`config.mk`:
```
export PLATFORM = sky130hd
export DESIGN_NAME = tengbaser_infrastructure
export DESIGN_NICKNAME = d
export VERILOG_FILES = /design/src/design/tengbaser_pkg.sv /design/src/design/tengbaser_infrastructure.sv /design/src/design/tengbaser_mgmt_regs.sv /design/src/design/tengbaser_reset_seq.sv
export SDC_FILE = /design/constraint.sdc
export NUM_CORES = 1
export LEC_CHECK = 0
export ABC_AREA = 1
export BUFFER_PORTS_ARGS = -buffer_cell sky130_fd_sc_hd__buf_2
export CAP_MARGIN = 10
export CORE_MARGIN = 2
export CORE_UTILIZATION = 20
export DETAILED_ROUTE_END_ITERATION = 8
export PLACE_DENSITY_LB_ADDON = 0.15
export SLEW_MARGIN = 20
export SYNTH_ARGS = -nofsm -noshare
export SYNTH_HDL_FRONTEND = slang
export SYNTH_HIERARCHICAL = 1
export SYNTH_SLANG_ARGS = --single-unit
```
`constraint.sdc`:
```
create_clock -name clk156 -period 1.9 [get_ports clk156]
set_input_delay 0.285 -clock clk156 [delete_from_list [all_inputs] [get_ports clk156]]
set_output_delay 0.285 -clock clk156 [all_outputs]
set_load 0.05 [all_outputs]
```
`src/design/tengbaser_pkg.sv`:
```
package tengbaser_pkg;

  // field widths
  localparam int unsigned wb_adr_w   = 2;
  localparam int unsigned wb_data_w  = 32;
  localparam int unsigned hold_cnt_w = 10;
  localparam int unsigned lol_cnt_w  = 8;

  // word address on the host bus
  typedef logic [wb_adr_w-1:0]   wb_adr_t;
  // host bus data
  typedef logic [wb_data_w-1:0]  wb_data_t;
  // hold timer, doubles as the lock timeout
  typedef logic [hold_cnt_w-1:0] hold_cnt_t;
  // lock-loss event count, saturating
  typedef logic [lol_cnt_w-1:0]  lol_cnt_t;

  // bring-up order, one state per phase
  typedef enum logic [2:0] {
    qpll_rst,
    wait_lock,
    gt_rst,
    user_rdy,
    done
  } seq_state_t;

  // register map, word addresses
  localparam wb_adr_t addr_ctrl    = 2'd0;
  localparam wb_adr_t addr_status  = 2'd1;
  localparam wb_adr_t addr_lol_cnt = 2'd2;

  // ctrl bit positions
  localparam int unsigned ctrl_restart_bit  = 0;
  localparam int unsigned ctrl_pcs_lpbk_bit = 1;
  localparam int unsigned ctrl_pma_lpbk_bit = 2;

  // status bit positions
  localparam int unsigned stat_lock_bit     = 0;
  localparam int unsigned stat_done_bit     = 1;
  localparam int unsigned stat_lock_ll_bit  = 2;

  // sequencer phase lengths in clk156 cycles
  localparam int unsigned qpll_rst_cycles     = 16;
  localparam int unsigned lock_timeout_cycles = 256;
  localparam int unsigned gt_rst_cycles       = 32;
  localparam int unsigned user_rdy_cycles     = 64;

endpackage

```
`src/design/tengbaser_infrastructure.sv`:
```
`timescale 1ns/10ps

module tengbaser_infrastructure import tengbaser_pkg::*; (
  input  logic     clk156,
  input  logic     rst_n,
  input  logic     qplllock,
  // host bus, wishbone classic
  input  logic     cyc,
  input  logic     stb,
  input  logic     we,
  input  wb_adr_t  adr,
  input  wb_data_t dat_w,
  output wb_data_t dat_r,
  output logic     ack,
  // transceiver reset controls
  output logic     qpllreset,
  output logic     gttxreset,
  output logic     gtrxreset,
  output logic     txuserrdy,
  output logic     reset_counter_done,
  output logic     areset_clk156,
  // loopback enables from ctrl
  output logic     pcs_loopback,
  output logic     pma_loopback,
  output logic     xgmii_rx_clk
);

  // soft restart pulse, regs to sequencer
  logic restart;

  tengbaser_reset_seq reset_seq_i (
    .clk156             (clk156),
    .rst_n              (rst_n),
    .qplllock           (qplllock),
    .restart            (restart),
    .qpllreset          (qpllreset),
    .gttxreset          (gttxreset),
    .gtrxreset          (gtrxreset),
    .txuserrdy          (txuserrdy),
    .reset_counter_done (reset_counter_done),
    .areset_clk156      (areset_clk156)
  );

  tengbaser_mgmt_regs mgmt_regs_i (
    .clk156             (clk156),
    .rst_n              (rst_n),
    .cyc                (cyc),
    .stb                (stb),
    .we                 (we),
    .adr                (adr),
    .dat_w              (dat_w),
    .dat_r              (dat_r),
    .ack                (ack),
    .qplllock           (qplllock),
    .reset_counter_done (reset_counter_done),
    .restart            (restart),
    .pcs_loopback       (pcs_loopback),
    .pma_loopback       (pma_loopback)
  );

  // forwarded rx clock, 0 on the rising edge and 1 on the falling edge
  // same waveform an output ddr cell with d1=0, d2=1 would give
  assign xgmii_rx_clk = ~clk156;

endmodule

```
`src/design/tengbaser_mgmt_regs.sv`:
```
`timescale 1ns/10ps

module tengbaser_mgmt_regs import tengbaser_pkg::*; (
  input  logic     clk156,
  input  logic     rst_n,
  input  logic     cyc,
  input  logic     stb,
  input  logic     we,
  input  wb_adr_t  adr,
  input  wb_data_t dat_w,
  output wb_data_t dat_r,
  output logic     ack,
  input  logic     qplllock,
  input  logic     reset_counter_done,
  output logic     restart,
  output logic     pcs_loopback,
  output logic     pma_loopback
);

  // access accepted this cycle and ack goes up on the edge
  logic     acc;
  logic     wr_en;
  logic     rd_en;
  logic     qplllock_q;
  // lock fell while the link was up
  logic     lock_fall;
  logic     lock_lost_ll;
  lol_cnt_t lol_cnt;
  wb_data_t rd_data;

  // ack low in the accept cycle keeps ack to one cycle
  assign acc   = cyc && stb && !ack;
  assign wr_en = acc && we;
  assign rd_en = acc && !we;

  // done still high here since the sequencer drops it on the same edge
  assign lock_fall = qplllock_q && !qplllock && reset_counter_done;

  // bus handshake
  always_ff @(posedge clk156 or negedge rst_n) begin
    if (!rst_n) begin
      ack <= 1'b0;
    end else begin
      ack <= acc;
    end
  end

  // ctrl register
  always_ff @(posedge clk156 or negedge rst_n) begin
    if (!rst_n) begin
      restart      <= 1'b0;
      pcs_loopback <= 1'b0;
      pma_loopback <= 1'b0;
    end else begin
      // single cycle pulse that is never stored
      restart <= wr_en && (adr == addr_ctrl) && dat_w[ctrl_restart_bit];
      if (wr_en && (adr == addr_ctrl)) begin
        pcs_loopback <= dat_w[ctrl_pcs_lpbk_bit];
        pma_loopback <= dat_w[ctrl_pma_lpbk_bit];
      end
    end
  end

  // lock falling edge detect
  always_ff @(posedge clk156 or negedge rst_n) begin
    if (!rst_n) begin
      qplllock_q <= 1'b0;
    end else begin
      qplllock_q <= qplllock;
    end
  end

  // sticky latched-low lock flag and loss counter
  always_ff @(posedge clk156 or negedge rst_n) begin
    if (!rst_n) begin
      lock_lost_ll <= 1'b0;
      lol_cnt      <= '0;
    end else begin
      // new event beats the read clear
      if (lock_fall) begin
        lock_lost_ll <= 1'b1;
      end else if (rd_en && (adr == addr_status)) begin
        lock_lost_ll <= 1'b0;
      end
      // holds at all ones
      if (lock_fall && (lol_cnt != '1)) begin
        lol_cnt <= lol_cnt + 1'b1;
      end
    end
  end

  // read mux where unused bits and address 3 read zero
  always_comb begin
    rd_data = '0;
    case (adr)
      addr_ctrl: begin
        rd_data[ctrl_pcs_lpbk_bit] = pcs_loopback;
        rd_data[ctrl_pma_lpbk_bit] = pma_loopback;
      end
      addr_status: begin
        rd_data[stat_lock_bit]    = qplllock;
        rd_data[stat_done_bit]    = reset_counter_done;
        rd_data[stat_lock_ll_bit] = lock_lost_ll;
      end
      addr_lol_cnt: begin
        rd_data[lol_cnt_w-1:0] = lol_cnt;
      end
      default: begin
        rd_data = '0;
      end
    endcase
  end

  // read data valid alongside ack and shows the flag before its clear
  always_ff @(posedge clk156) begin
    if (rd_en) begin
      dat_r <= rd_data;
    end
  end

endmodule

```
`src/design/tengbaser_reset_seq.sv`:
```
`timescale 1ns/10ps

module tengbaser_reset_seq import tengbaser_pkg::*; (
  input  logic clk156,
  input  logic rst_n,
  input  logic qplllock,
  input  logic restart,
  output logic qpllreset,
  output logic gttxreset,
  output logic gtrxreset,
  output logic txuserrdy,
  output logic reset_counter_done,
  output logic areset_clk156
);

  seq_state_t state;
  seq_state_t state_nxt;
  hold_cnt_t  cnt;
  // restart the hold count on the coming edge
  logic       cnt_clr;
  // current phase has run its full length
  logic       hold_end;
  // lock gone after the pll was seen locked
  logic       lock_drop;

  // wait_lock handles a missing lock itself through the timeout
  assign lock_drop = !qplllock &&
                     (state == gt_rst || state == user_rdy || state == done);

  // end of phase, compared against the last count of each phase
  always_comb begin
    case (state)
      qpll_rst:
        hold_end = (cnt == hold_cnt_t'(qpll_rst_cycles - 1));
      wait_lock:
        hold_end = (cnt == hold_cnt_t'(lock_timeout_cycles - 1));
      gt_rst:
        hold_end = (cnt == hold_cnt_t'(gt_rst_cycles - 1));
      user_rdy:
        hold_end = (cnt == hold_cnt_t'(user_rdy_cycles - 1));
      default:
        hold_end = 1'b0;
    endcase
  end

  // next state
  always_comb begin
    state_nxt = state;
    cnt_clr   = 1'b0;
    if (restart || lock_drop) begin
      // back to the start, whole order is retried
      state_nxt = qpll_rst;
      cnt_clr   = 1'b1;
    end else begin
      case (state)
        qpll_rst: begin
          if (hold_end) begin
            state_nxt = wait_lock;
          end
        end
        wait_lock: begin
          // first locked cycle wins over the timeout
          if (qplllock) begin
            state_nxt = gt_rst;
          end else if (hold_end) begin
            state_nxt = qpll_rst;
          end
        end
        gt_rst: begin
          if (hold_end) begin
            state_nxt = user_rdy;
          end
        end
        user_rdy: begin
          if (hold_end) begin
            state_nxt = done;
          end
        end
        default: begin
          state_nxt = done;
        end
      endcase
      // every phase starts counting from zero
      if (state_nxt != state) begin
        cnt_clr = 1'b1;
      end
    end
  end

  // state and hold counter
  always_ff @(posedge clk156 or negedge rst_n) begin
    if (!rst_n) begin
      state <= qpll_rst;
      cnt   <= '0;
    end else begin
      state <= state_nxt;
      if (cnt_clr) begin
        cnt <= '0;
      end else if (state != done) begin
        cnt <= cnt + 1'b1;
      end
      // counter idles once up
    end
  end

  // outputs follow the state being entered, so they change on the same edge
  always_ff @(posedge clk156 or negedge rst_n) begin
    if (!rst_n) begin
      qpllreset          <= 1'b1;
      gttxreset          <= 1'b0;
      gtrxreset          <= 1'b0;
      txuserrdy          <= 1'b0;
      reset_counter_done <= 1'b0;
      areset_clk156      <= 1'b1;
    end else begin
      qpllreset          <= (state_nxt == qpll_rst);
      // tx and rx gt resets held together
      gttxreset          <= (state_nxt == gt_rst);
      gtrxreset          <= (state_nxt == gt_rst);
      // user ready stays up through done
      txuserrdy          <= (state_nxt == user_rdy) || (state_nxt == done);
      reset_counter_done <= (state_nxt == done);
      // core reset released together with done
      areset_clk156      <= (state_nxt != done);
    end
  end

endmodule
```
==> flow_summary.ini <==
[route]
drtIter0Drc = 70
wl_um = 4840
vias = 1812
vias_per_cell = 3.83
wire_per_inst_um = 10.2
antenna_left = 0
drtPass1Iterations = 7
drc_errors = 4

[min_path]
hp-class = in2reg
min-delay-start = qplllock

[finish]
regArea_mm2 = 0.00104
final_util = 0.245
num-nets-final = 375
syn2layout_area_growth_pct = 18.5
antenna_cells = 0
drive_gt1_frac = 0.197
multi_input_area_mm2 = 0.00105
fillCellCount = 1283

[logic_synthesis]
syn_inst = 293
yosys-top-cells-count = nand2_1 (78), inv_1 (39), dfrtp_1 (30)
yosysUniqueCellTypes = 37
avgSynthCellArea_um2 = 8.13
synth.area.top_cells = dfrtp_1 (32%), nand2_1 (12%), edfxtp_1 (10%)
yosys_register_bits = 40
ys_seq_area_frac = 0.438
synth_top_area_share = 0.315
synth_top_area_cell = dfrtp_1
synth_area_mm2 = 0.00238
synth_edf_count = 8
yosys_warnings = 6
yosysMostFrequentCell = nand2_1
ys_async_sr_fraction = 0.800
ys.flop_type = dfrtp_1

[grt]
grt_max_degree = 18
track_usage = 0.0812
grt_pass1_wl_um = 8360
antenna_found_initial = 0
grt.overflow.total = 0
grt_pass1_vias = 1729

[sta]
rsz0062_at_grt = false
slew_violations = 0
hold_viol = 0
fin_worst_skew_ns = 0.00327
tns_ns = 0
setup_violations = 0

[critical_path]
crit_top_cell = clkbuf_16
startpoint = clk156
crit_fanout = 11
slowest_stage = buf_2
cp-end-kind = primary output
max_stage_delay_ns = 0.24
path_cells = clkbuf_16 > clkbuf_16 > inv_1 > buf_2
path_class = clk2out
required_ns = 1.62
startpoint_type = clock port
r2r-start = reset_seq_i/cnt[1]
worst-endpoint-arrival_ns = 1.54

[outcome]
violations = design-rule violations
status = finished, violations left

[place]
dp_hpwl_um = 3660
io_buffers = 28
gp_congestion = 0.761

[pwr]
peakVddDrop_mv = 0.332
cellLeakagePower_uw = 0.00142
p_per_area_mw_per_mm2 = 1110

[cts]
cts_root_buf = clkbuf_16
cts_tree = done
cts_inserted_buffers = 5
clk_pin_slew_ns = 0.06
htree_levels = 2
clock_path_buffers = 2
worstSkewPairLatency_ns = 0.28

[floorplanning]
ios = 82
die_w_um = 113
dieArea_mm2 = 0.0128
coreArea_mm2 = 0.0115
die_h_um = 113
initial_core_util = 0.207
rows = 39

[flow_run]
cap_violations = 0
[timing repair]
item | in CTS | in global routing
hold buffers | 1 | 0
endpoints found under the hold margin | 14 | 0
gates resized for setup | 0 | 2
setup buffers | 0 | 1
setup endpoints to repair | 0 | 10
[cell type report]
class	instances	share of cell area
multi-input cells	202	0.371
inverters	45	0.0616
flip-flops and latches	40	0.370
clock inverters	3	0.0133
well taps	143	0.0634
repair buffers	33	0.0735
clock buffers	7	0.0474
[worst max-delay path, delay by kind of cell]
| kind | cells | cell delay (ns) |
|---|---|---|
| buffers and inverters | 4 | 0.59 |
[layout by cell type, fill, tap and decap left out, types with 6 or more instances in the layout]
master / n
conb_1: 24
nand2_1: 78
buf_2: 28
nand3_1: 15
nor2_1: 20
dfrtp_1: 30
inv_1: 39
nor3_1: 11
o21ai_0: 6
edfxtp_1: 8
xor2_1: 7
[worst paths after layout]
kind                                                  endpoint  slack [ns]  depth (start not counted)
worst max-delay path                              xgmii_rx_clk        0.07                          4
min in group asynchronous                   reset_seq_i/cnt[3]        0.48                          2
worst min-delay path                    mgmt_regs_i/qplllock_q        0.20                          1
worst min register to register              reset_seq_i/cnt[9]        0.54                          3
max in group asynchronous       reset_seq_i/reset_counter_done        1.00                          3
worst max register to register              reset_seq_i/cnt[9]        0.23                         10
[per-stage QoR]
step | cell area (um^2) | instances | total power, uW | hold WS (ns) | setup slack, ns
after global routing | 2820 | 473 | 3340 | 0.201 | 0.0205
after detailed placement | 2620 | 463 | 2170 | 0.256 | 0.133
final | 2820 | 473 | 3120 | 0.197 | 0.0742
after CTS | 2800 | 472 | 3160 | 0.193 | 0.0602
after global placement | 2620 | 463 | 2180 | 0.247 | 0.155
after floorplan | 2470 | 316 | 1990 | -0.0106 | 0.253
[power by group]
part | internal [uW] | switching (uW)
Clock | 634 | 425
Combinational | 296 | 681
Sequential | 985 | 102
Total | 1920 | 1210
[layer usage]
| metal | vias up | GRT usage | routed length (um) |
|---|---|---|---|
| li1 | 933 | - | - |
| met2 | 44 | 0.121 | 2080 |
| met3 | 2 | 0.0220 | 294 |
| met1 | 833 | 0.112 | 2420 |
| met4 | 0 | 0.0317 | 53 |
| met5 | - | 0 | 0 |
[sequential cells by signal (all words and copies together) (netlist names)]
signal / cells
mgmt_regs_i/pcs_loopback: 1
reset_seq_i/cnt: 10
reset_seq_i/reset_counter_done: 1
reset_seq_i/areset_clk156: 1
reset_seq_i/state: 3
mgmt_regs_i/lock_lost_ll: 1
reset_seq_i/gtrxreset: 1
mgmt_regs_i/dat_r: 8
mgmt_regs_i/ack: 1
mgmt_regs_i/qplllock_q: 1
mgmt_regs_i/restart: 1
reset_seq_i/qpllreset: 1
reset_seq_i/txuserrdy: 1
mgmt_regs_i/pma_loopback: 1
mgmt_regs_i/lol_cnt: 8
[logic make-up (layout without fill, tap and decap cells)]
group / after synthesis / in the layout / synth area share
fa+ha+maj: 6 / 6 / 0.0315
other cells: 1 / 24 / 0.00157
compound gates: 16 / 16 / 0.0478
simple gates: 146 / 146 / 0.283
xor+xnor: 9 / 9 / 0.0331
flops: 40 / 40 / 0.438
buf+inv: 74 / 88 / 0.161
mux: 1 / 1 / 0.00420
Note: power is estimated with default switching activity, not from simulation.
